### config.mk
export PLATFORM = sky130hd
export DESIGN_NAME = timerTop
export DESIGN_NICKNAME = d
export VERILOG_FILES = /design/src/hw/timerPkg.sv /design/src/hw/timerRegs.sv /design/src/hw/timerPrescale.sv /design/src/hw/timerCount.sv /design/src/hw/timerIrq.sv /design/src/hw/timerTop.sv
export VERILOG_INCLUDE_DIRS = /design/src /design/src/include
export SDC_FILE = /design/constraint.sdc
export NUM_CORES = 1
export LEC_CHECK = 0
export ABC_CLOCK_PERIOD_IN_PS = 4600
export BUFFER_PORTS_ARGS = -buffer_cell sky130_fd_sc_hd__buf_4
export CAP_MARGIN = 40
export CORE_MARGIN = 2
export CORE_UTILIZATION = 40
export CTS_CLUSTER_DIAMETER = 60
export DETAILED_ROUTE_END_ITERATION = 8
export HOLD_SLACK_MARGIN = 0.15
export PLACE_DENSITY = 0.59
export SLEW_MARGIN = 40
export SYNTH_ARGS = -nofsm -noshare
export SYNTH_HDL_FRONTEND = slang
export SYNTH_SLANG_ARGS = --single-unit
### constraint.sdc
create_clock -name DSPCLK -period 4.6 [get_ports DSPCLK]
set_clock_uncertainty 0.2 [all_clocks]
set_input_delay 0.69 -clock DSPCLK [delete_from_list [all_inputs] [get_ports DSPCLK]]
set_output_delay 0.69 -clock DSPCLK [all_outputs]
set_load 0.03 [all_outputs]
### src/include/timerUnit_defines.svh
`ifndef TIMERUNIT_DEFINES_SVH
`define TIMERUNIT_DEFINES_SVH

// ==============================
// Timer field widths
// ==============================

// Prescale register and prescale counter
`define TMR_PRE_W 8

// Count and period registers, host data path
`define TMR_CNT_W 16

// Host register address
`define TMR_ADDR_W 2

// Zero bits above TSR when it is read back
`define TMR_PRE_PAD (`TMR_CNT_W - `TMR_PRE_W)

`endif

### src/hw/timerPkg.sv
`default_nettype none
`include "timerUnit_defines.svh"

package timerPkg;

  // ==============================
  // Host register map
  // ==============================
  typedef enum logic [`TMR_ADDR_W-1:0]
  {
    REG_TSR,                              // Prescale
    REG_TCR,                              // Count
    REG_TPR,                              // Period
    REG_NONE                              // Unmapped, reads zero
  } regAddr_e;

  // ==============================
  // Stage messages
  // ==============================
  typedef struct packed
  {
    logic                  loadPre;       // Reload prescaler from TSR
    logic                  loadCnt;       // Reload count from TCR
    logic [`TMR_PRE_W-1:0] preVal;        // TSR
    logic [`TMR_CNT_W-1:0] cntVal;        // TCR
    logic [`TMR_CNT_W-1:0] period;        // TPR
  } cfgMsg_t;

  typedef struct packed
  {
    logic                  tick;          // One count step
    logic                  loadCnt;       // Count load, follows the prescale register
    logic [`TMR_CNT_W-1:0] cntVal;
    logic [`TMR_CNT_W-1:0] period;
  } tickMsg_t;

  typedef struct packed
  {
    logic expire;                         // Count wrapped through zero
  } expireMsg_t;

endpackage

`default_nettype wire

### src/hw/timerRegs.sv
`timescale 1ns/10ps
`default_nettype none
`include "timerUnit_defines.svh"

module timerRegs
(
  input  wire                   DSPCLK,
  input  wire                   T_RST,
  input  wire                   wrValid,
  output logic                  wrReady,
  input  wire timerPkg::regAddr_e wrAddr,
  input  wire [`TMR_CNT_W-1:0]  wrData,
  input  wire timerPkg::regAddr_e rdAddr,
  output logic [`TMR_CNT_W-1:0] rdData,
  input  wire [`TMR_CNT_W-1:0]  liveCount,
  output timerPkg::cfgMsg_t     cfg
);

  logic                  wrAccept;
  logic                  wrLoad;        // TSR or TCR, both reload a counter
  logic                  loadPreQ;
  logic                  loadCntQ;
  logic [`TMR_PRE_W-1:0] tsrQ;
  logic [`TMR_CNT_W-1:0] tcrQ;
  logic [`TMR_CNT_W-1:0] tprQ;

  assign wrAccept = wrValid && wrReady;
  assign wrLoad   = (wrAddr == timerPkg::REG_TSR) || (wrAddr == timerPkg::REG_TCR);

  // ==============================
  // Write handshake and load requests
  // ==============================
  always_ff @(posedge DSPCLK or posedge T_RST)
  begin
    if (T_RST)
    begin
      wrReady  <= 1'b1;
      loadPreQ <= 1'b0;
      loadCntQ <= 1'b0;
    end
    else
    begin
      wrReady  <= !(wrAccept && wrLoad);                      // Stall while load in flight
      loadPreQ <= wrAccept && (wrAddr == timerPkg::REG_TSR);
      loadCntQ <= wrAccept && (wrAddr == timerPkg::REG_TCR);
    end
  end

  always_ff @(posedge DSPCLK or posedge T_RST)
  begin
    if (T_RST)
    begin
      tsrQ <= '0;
      tcrQ <= '0;
      tprQ <= '0;
    end
    else if (wrAccept)
    begin
      case (wrAddr)
        timerPkg::REG_TSR: tsrQ <= wrData[`TMR_PRE_W-1:0];
        timerPkg::REG_TCR: tcrQ <= wrData;
        timerPkg::REG_TPR: tprQ <= wrData;
        default: ;                                            // Unmapped write dropped
      endcase
    end
  end

  assign cfg = '{loadPre: loadPreQ, loadCnt: loadCntQ, preVal: tsrQ, cntVal: tcrQ,
                 period: tprQ};

  // ==============================
  // Read mux
  // ==============================
  always_comb
  begin
    case (rdAddr)
      timerPkg::REG_TSR: rdData = {{`TMR_PRE_PAD{1'b0}}, tsrQ};
      timerPkg::REG_TCR: rdData = liveCount;                  // Live count, not the written TCR
      timerPkg::REG_TPR: rdData = tprQ;
      default:           rdData = '0;
    endcase
  end

  // The stall cycle is the cycle the load request is on its way to the prescaler
  aLoadStall: assert property (@(posedge DSPCLK) disable iff (T_RST)
    wrAccept && wrLoad |=> !wrReady && (cfg.loadPre || cfg.loadCnt))
    else $error("timerRegs: no stall with a load in flight after a TSR/TCR write");

endmodule

`default_nettype wire

### src/hw/timerPrescale.sv
`timescale 1ns/10ps
`default_nettype none
`include "timerUnit_defines.svh"

module timerPrescale
(
  input  wire                   DSPCLK,
  input  wire                   T_RST,
  input  wire timerPkg::cfgMsg_t cfg,
  input  wire                   timerEnable,
  input  wire                   halt,
  output timerPkg::tickMsg_t    tickOut
);

  logic [`TMR_PRE_W-1:0] preCnt;
  logic                  run;
  logic                  preZero;
  logic                  tickQ;
  logic                  loadCntQ;
  logic [`TMR_CNT_W-1:0] cntValQ;
  logic [`TMR_CNT_W-1:0] periodQ;

  assign run     = timerEnable && !halt;
  assign preZero = (preCnt == '0);

  // Prescale down-counter, one tick every TSR+1 clocks
  always_ff @(posedge DSPCLK or posedge T_RST)
  begin
    if (T_RST)
      preCnt <= '0;
    else if (cfg.loadPre)
      preCnt <= cfg.preVal;                 // New TSR restarts the prescaler
    else if (run)
    begin
      if (preZero)
        preCnt <= cfg.preVal;
      else
        preCnt <= preCnt - 1'b1;
    end
  end

  always_ff @(posedge DSPCLK or posedge T_RST)
  begin
    if (T_RST)
    begin
      tickQ    <= 1'b0;
      loadCntQ <= 1'b0;
      cntValQ  <= '0;
      periodQ  <= '0;
    end
    else
    begin
      tickQ    <= run && preZero && !cfg.loadPre;
      loadCntQ <= cfg.loadCnt;              // Kept in step with the ticks
      cntValQ  <= cfg.cntVal;
      periodQ  <= cfg.period;
    end
  end

  assign tickOut = '{tick: tickQ, loadCnt: loadCntQ, cntVal: cntValQ, period: periodQ};

  // Idle cycle gives no tick and leaves the prescaler where it was
  aNoTickIdle: assert property (@(posedge DSPCLK) disable iff (T_RST)
    !run |=> !tickOut.tick && ($past(cfg.loadPre) || preCnt == $past(preCnt)))
    else $error("timerPrescale: tick or prescale step after a disabled or halted cycle");

endmodule

`default_nettype wire

### src/hw/timerCount.sv
`timescale 1ns/10ps
`default_nettype none
`include "timerUnit_defines.svh"

module timerCount
(
  input  wire                    DSPCLK,
  input  wire                    T_RST,
  input  wire timerPkg::tickMsg_t tickIn,
  output logic [`TMR_CNT_W-1:0]  count,
  output timerPkg::expireMsg_t   expireOut
);

  logic [`TMR_CNT_W-1:0] cnt;
  logic                  cntZero;
  logic                  expireQ;

  assign cntZero = (cnt == '0);

  // ==============================
  // Count down-counter
  // ==============================
  always_ff @(posedge DSPCLK or posedge T_RST)
  begin
    if (T_RST)
    begin
      cnt     <= '0;
      expireQ <= 1'b0;
    end
    else
    begin
      expireQ <= 1'b0;                      // Strobe, one cycle only
      if (tickIn.loadCnt)
      begin
        cnt <= tickIn.cntVal;               // Host TCR write beats the tick
      end
      else if (tickIn.tick)
      begin
        if (cntZero)
        begin
          cnt     <= tickIn.period;         // Wrap to TPR
          expireQ <= 1'b1;
        end
        else
        begin
          cnt <= cnt - 1'b1;
        end
      end
    end
  end

  assign count     = cnt;
  assign expireOut = '{expire: expireQ};

  // The wrap value is the period carried by the tick that caused it
  aExpireReload: assert property (@(posedge DSPCLK) disable iff (T_RST)
    expireOut.expire |-> count == $past(tickIn.period))
    else $error("timerCount: expiry without a period reload");

endmodule

`default_nettype wire

### src/hw/timerIrq.sv
`timescale 1ns/10ps
`default_nettype none

module timerIrq
(
  input  wire                      DSPCLK,
  input  wire                      T_RST,
  input  wire timerPkg::expireMsg_t expireIn,
  input  wire                      irqAck,
  output logic                     timerIrq,
  output logic                     irqPending
);

  // ==============================
  // Interrupt pulse and pending flag
  // ==============================
  always_ff @(posedge DSPCLK or posedge T_RST)
  begin
    if (T_RST)
      timerIrq <= 1'b0;
    else
      timerIrq <= expireIn.expire;          // One cycle after the expiring edge
  end

  always_ff @(posedge DSPCLK or posedge T_RST)
  begin
    if (T_RST)
      irqPending <= 1'b0;
    else if (expireIn.expire)
      irqPending <= 1'b1;                   // New expiry wins over acknowledge
    else if (irqAck)
      irqPending <= 1'b0;
  end

  aIrqPulse: assert property (@(posedge DSPCLK) disable iff (T_RST)
    timerIrq |=> !timerIrq)
    else $error("timerIrq: interrupt pulse wider than one cycle");

endmodule

`default_nettype wire

### src/hw/timerTop.sv
`timescale 1ns/10ps
`default_nettype none
`include "timerUnit_defines.svh"

module timerTop
(
  input  wire                     DSPCLK,
  input  wire                     T_RST,
  input  wire                     wrValid,
  output wire                     wrReady,
  input  wire timerPkg::regAddr_e wrAddr,
  input  wire [`TMR_CNT_W-1:0]    wrData,
  input  wire timerPkg::regAddr_e rdAddr,
  output wire [`TMR_CNT_W-1:0]    rdData,
  input  wire                     timerEnable,
  input  wire                     halt,
  input  wire                     irqAck,
  output wire                     timerIrq,
  output wire                     irqPending
);

  wire timerPkg::cfgMsg_t    cfgMsg;      // Registers to prescaler
  wire timerPkg::tickMsg_t   tickMsg;     // Prescaler to counter
  wire timerPkg::expireMsg_t expireMsg;   // Counter to interrupt
  wire [`TMR_CNT_W-1:0]      liveCount;   // TCR readback

  // ==============================
  // Stage pipeline
  // ==============================
  timerRegs regStage
  (
    .DSPCLK(DSPCLK), .T_RST(T_RST),
    .wrValid(wrValid), .wrReady(wrReady), .wrAddr(wrAddr), .wrData(wrData),
    .rdAddr(rdAddr), .rdData(rdData), .liveCount(liveCount), .cfg(cfgMsg)
  );

  timerPrescale preStage
  (
    .DSPCLK(DSPCLK), .T_RST(T_RST), .cfg(cfgMsg),
    .timerEnable(timerEnable), .halt(halt), .tickOut(tickMsg)
  );

  timerCount cntStage
  (
    .DSPCLK(DSPCLK), .T_RST(T_RST), .tickIn(tickMsg),
    .count(liveCount), .expireOut(expireMsg)
  );

  timerIrq irqStage
  (
    .DSPCLK(DSPCLK), .T_RST(T_RST), .expireIn(expireMsg), .irqAck(irqAck),
    .timerIrq(timerIrq), .irqPending(irqPending)
  );

endmodule

`default_nettype wire

==> results.md <==
Worst setup path:
- In this run the worst path has a maximum fanout of 21.
- The worst setup path is captured at a register.
- The worst setup path is of the reg -> reg kind.
- Counting cells, the worst reg-to-reg path comes to 8.
- The data arrival time of the critical path is 2.68 ns.
- The worst setup path is launched from a register.
- The required time at the endpoint of the critical path is ~4.6 ns.

Yosys:
- Counting every instance in the synthesized netlist gives 386.
- The share of synthesized area in the top cell type comes to 0.563.
- By area the synthesized netlist is led by sky130_fd_sc_hd__dfrtp_1, sky130_fd_sc_hd__mux2_2, sky130_fd_sc_hd__a21oi_1.
- After synthesis, the share of flip-flops with an asynchronous set or reset is 1.00.
- The largest total area in the synthesized netlist belongs to sky130_fd_sc_hd__dfrtp_1.
- The number of synthesized register bits is 104.
- The synthesized net count is 416.
- The synthesized area per cell is 11.9 sq um.
- In this run the cell area of the synthesized design comes to 4580 sq um.
- The yosys synthesis warning count is 0.
- For this run, the leading register cell type out of synthesis is sky130_fd_sc_hd__dfrtp_1.
- Counting flops with a built-in enable in the synthesized netlist gives 0.
- The sequential fraction of the synthesis area is 0.568.
- The distinct cell type count after synthesis is 48.

Placed design:
- The wire-length estimate of the detail-placed layout is about 6500 um.
- The total of buffers placed on input and output ports is 44.
- The final estimated routing congestion in global placement is roughly 0.8.
- Timing analysis after detailed placement gives a worst setup slack of 1.67 ns.

Timing:
- The transition at the pin with the smallest max-transition slack is 0.719 ns.
- The final-report hold violation count is 0.
- The ratio of final minimum period to clock period is 0.576.
- Across all setup checks in the final design, the least slack found is 1.95 ns.
- The sum of negative setup slack is 0 ns.
- The highest attainable clock frequency is 377 MHz.
- The relative max-transition margin is 0.514.
- Setup repair after global routing left no endpoint under its margin.
- The worst path needs 2.65 ns of the cycle, external delays included.
- The number of pins with negative max-slew slack in the final report is 0.
- The total setup violations reported at the end of the flow is 0.

Detailed routing:
- The number of optimization iterations in the first detailed-route pass is 4.
- The routed design has 9590 um of wire.
- The met2 layer wire length in the routed design is 4460 um.
- The met1 layer wirelength in the final routing is 4620 um.
- The uppermost layer routed is met4.
- Summed over all nets, wire length on met3 after detailed routing comes to 399 um.
- The number of nets with antenna violations after routing is 0.
- The detailed router finished its first iteration with 152 violations.
- The number of vias in the routed layout is 3060.
- Dividing the detail-routed wire length by the instance count gives between 15 and 20 um.
- The remaining design rule violation count is 0.
- The average vias per placed instance is about 5.3.

Floorplan:
- 45 I/O pins were placed.
- The overall die area is around 12000 sq um.
- In this run the horizontal extent of the chip is 111 um.
- The floorplan step set the die height to 111 um.
- The initial utilization of the core area, before any placement, comes to 0.405.
- The total area inside the core boundary comes to 11300 sq um.
- After floorplanning, the core was divided into 39 placement rows.

Clock network:
- TritonCTS built the clock tree.
- Post-CTS repair changed the size of 0 cells.
- The number of hold buffers added after CTS was 0.
- The post-CTS setup repair buffer count is 0.
- The H-tree depth is 3.
- The worst-skew pair later-pin latency is 0.34 ns.
- Clock tree synthesis selected as its root buffer the cell sky130_fd_sc_hd__clkbuf_16.
- The number of clock buffers added by TritonCTS is 9.
- The longest clock path from root to sink contains 2 buffers.
- The post-CTS clock slew at the launch and capture registers of the worst setup and hold paths is 0.07 ns.
- The TritonCTS sink count is 104.

Run status:
- The flow ran to the end, and the final reports show no timing, DRC or antenna violations.

Cells and area:
- In the final layout, the share of cells above drive strength 1 is 0.284.
- For this run, the share of the core covered by cells in the final layout is 0.475.
- The layout has 1041 filler cells.
- The area taken by flip-flops and latches is ~2600 sq um.
- The area growth from synthesis to layout is 17.4%.
- At the end of the flow, the number of nets in the layout was roughly 460.
- The number of diodes is 0.
- The area occupied by multi-input gates is 1840 sq um.

Pwr:
- The peak supply drop is 0.261 mV.
- The total power draw is 2.81 mW.
- In this run the power density over the cells is 523 nW/um^2.
- Summed over all cells, the static leakage comes to about 2.4 nW.

Flow run:
- The tool flagged a number of max-cap violations equal to 0.

Global routing:
- The global-route wire length before repair is 15700 um.
- The via count of the first global-routing pass is 2995.
- For this run the aggregate overflow at the end of global routing stands at 0.
- The number of antenna violations at the first check in global routing is 0.
- The aggregate global-route resource usage is 0.162.
- The maximum number of pins on one net before global-route repair is 75.

Min path:
- The path class of the tightest hold or removal check is reg -> reg.
- The worst hold path was traced through 0 stages.
==> layout make-up <==
class | count | area share
inverter | 11 | 0.00861
timing repair buffer | 52 | 0.0726
sequential | 104 | 0.484
clock inverter | 3 | 0.0121
clock buffer | 12 | 0.0477
multi-input combinational | 247 | 0.342
tap | 143 | 0.0333
==> critical path: stages (launching register included) <==
cell and delay (ns):
sky130_fd_sc_hd__dfrtp_1 0.43, sky130_fd_sc_hd__inv_1 0.13, sky130_fd_sc_hd__ha_1 0.20, sky130_fd_sc_hd__nor4b_1 0.37
sky130_fd_sc_hd__nand4_1 0.39, sky130_fd_sc_hd__buf_4 0.34, sky130_fd_sc_hd__nor2_1 0.11, sky130_fd_sc_hd__a21oi_1 0.05
sky130_fd_sc_hd__a221o_1 0.31
==> synth_stat cells (2+ instances only) <==
library cell,n
sky130_fd_sc_hd__clkbuf_1,17
sky130_fd_sc_hd__o211ai_1,4
sky130_fd_sc_hd__o311ai_1,2
sky130_fd_sc_hd__nand2_1,16
sky130_fd_sc_hd__xnor2_1,8
sky130_fd_sc_hd__nor3_2,3
sky130_fd_sc_hd__mux2i_1,9
sky130_fd_sc_hd__nor4_2,2
sky130_fd_sc_hd__inv_1,11
sky130_fd_sc_hd__nor2b_1,5
sky130_fd_sc_hd__a21oi_1,26
sky130_fd_sc_hd__a21o_1,2
sky130_fd_sc_hd__nor3b_1,14
sky130_fd_sc_hd__o31ai_1,2
sky130_fd_sc_hd__nand3_1,7
sky130_fd_sc_hd__buf_2,4
sky130_fd_sc_hd__or3_1,4
sky130_fd_sc_hd__nor4b_1,3
sky130_fd_sc_hd__nand2b_1,4
sky130_fd_sc_hd__a211o_1,7
sky130_fd_sc_hd__nor3_1,6
sky130_fd_sc_hd__dfrtp_1,103
sky130_fd_sc_hd__a31oi_1,3
sky130_fd_sc_hd__nand4b_1,2
sky130_fd_sc_hd__nand4_1,2
sky130_fd_sc_hd__a22o_1,8
sky130_fd_sc_hd__mux2_2,40
sky130_fd_sc_hd__o32ai_1,2
sky130_fd_sc_hd__o21ai_0,22
sky130_fd_sc_hd__or3b_2,2
sky130_fd_sc_hd__ha_1,4
sky130_fd_sc_hd__buf_6,2
sky130_fd_sc_hd__nor2_1,11
sky130_fd_sc_hd__or4_4,2
sky130_fd_sc_hd__nor4_1,4
sky130_fd_sc_hd__o21ai_1,11
==> registers in the layout, summed over array words and instances, names as in the netlist <==
name,count
preStage.loadCntQ,1
cntStage.count,16
cntStage.expireOut,1
regStage.tprQ,16
preStage.tickQ,1
regStage.tsrQ,8
regStage.wrReady,1
regStage.tcrQ,16
irqStage.timerIrq,1
preStage.preCnt,8
irqStage.irqPending,1
regStage.loadCntQ,1
regStage.loadPreQ,1
preStage.periodQ,16
preStage.cntValQ,16
==> final timing paths <==
| path | slack (ns) | startpoint | endpoint |
|---|---|---|---|
| min reg2reg | 0.16 | regStage.loadCntQ | preStage.loadCntQ |
| min | 0.16 | regStage.loadCntQ | preStage.loadCntQ |
| min in group asynchronous | 0.24 | T_RST | regStage.tcrQ[8] |
| max | 1.95 | cntStage.count[0] | cntStage.count[1] |
| max reg2reg | 1.95 | cntStage.count[0] | cntStage.count[1] |
| max in group asynchronous | 3.11 | T_RST | preStage.preCnt[4] |
==> stage by stage <==
step / instances / cell area [sq um] / hold WS, ns
3_3_place_gp: 555 / 5030 / 0.132
2_1_floorplan: 386 / 4580 / 0.131
4_1_cts: 572 / 5370 / 0.162
3_5_place_dp: 557 / 5050 / 0.150
6_report: 572 / 5380 / 0.155
5_1_grt: 572 / 5380 / 0.163
==> per-layer routing <==
| metal | global-route usage | vias to the layer above |
|---|---|---|
| li1 | - | 1482 |
| met1 | 0.220 | 1513 |
| met2 | 0.256 | 59 |
| met3 | 0.0481 | 6 |
| met4 | 0.0453 | 0 |
| met5 | 0 | - |
==> cells in the final DEF (no fill, tap or decap), types with 2 or more instances in the layout <==
cell type	instances
sky130_fd_sc_hd__nor3_1	6
sky130_fd_sc_hd__nor4_1	4
sky130_fd_sc_hd__nand4b_1	2
sky130_fd_sc_hd__nor4b_1	3
sky130_fd_sc_hd__a21oi_1	25
sky130_fd_sc_hd__a22o_1	8
sky130_fd_sc_hd__o21ai_1	11
sky130_fd_sc_hd__buf_4	52
sky130_fd_sc_hd__nor2_1	10
sky130_fd_sc_hd__mux2i_1	9
sky130_fd_sc_hd__o211ai_1	4
sky130_fd_sc_hd__or3_1	4
sky130_fd_sc_hd__clkbuf_8	2
sky130_fd_sc_hd__o31ai_1	2
sky130_fd_sc_hd__mux2_2	40
sky130_fd_sc_hd__nor2b_2	2
sky130_fd_sc_hd__bufinv_16	2
sky130_fd_sc_hd__nand2_1	16
sky130_fd_sc_hd__o21ai_0	22
sky130_fd_sc_hd__o311ai_1	2
sky130_fd_sc_hd__a31oi_1	3
sky130_fd_sc_hd__nand3_1	7
sky130_fd_sc_hd__nand2b_1	4
sky130_fd_sc_hd__nor4_2	2
sky130_fd_sc_hd__inv_1	10
sky130_fd_sc_hd__or4_4	2
sky130_fd_sc_hd__dfrtp_1	103
sky130_fd_sc_hd__clkbuf_16	9
sky130_fd_sc_hd__nand4_1	2
sky130_fd_sc_hd__or3b_2	2
sky130_fd_sc_hd__ha_1	4
sky130_fd_sc_hd__a211o_1	7
sky130_fd_sc_hd__o32ai_1	2
sky130_fd_sc_hd__xnor2_1	8
sky130_fd_sc_hd__nor3b_1	14
sky130_fd_sc_hd__a21o_1	2
sky130_fd_sc_hd__nor2b_1	3
sky130_fd_sc_hd__nor3_2	3
==> power breakdown <==
part	switching [mW]	internal, mW
Combinational	0.340	0.322
Sequential	0.200	1.13
Clock	0.318	0.503
Total	0.859	1.95
==> kinds of logic after synthesis <==
kind of cell             Yosys count  share of synthesized area
AND/OR/NAND/NOR                   90                      0.124
XOR/XNOR                           9                     0.0172
flip-flops                       104                      0.568
adder cells (fa/ha/maj)            4                     0.0109
AO/OA/AOI/OAI                     95                      0.129
multiplexers                      49                      0.118
buffers and inverters             35                     0.0330
Note: power is estimated with default switching activity, not from simulation.
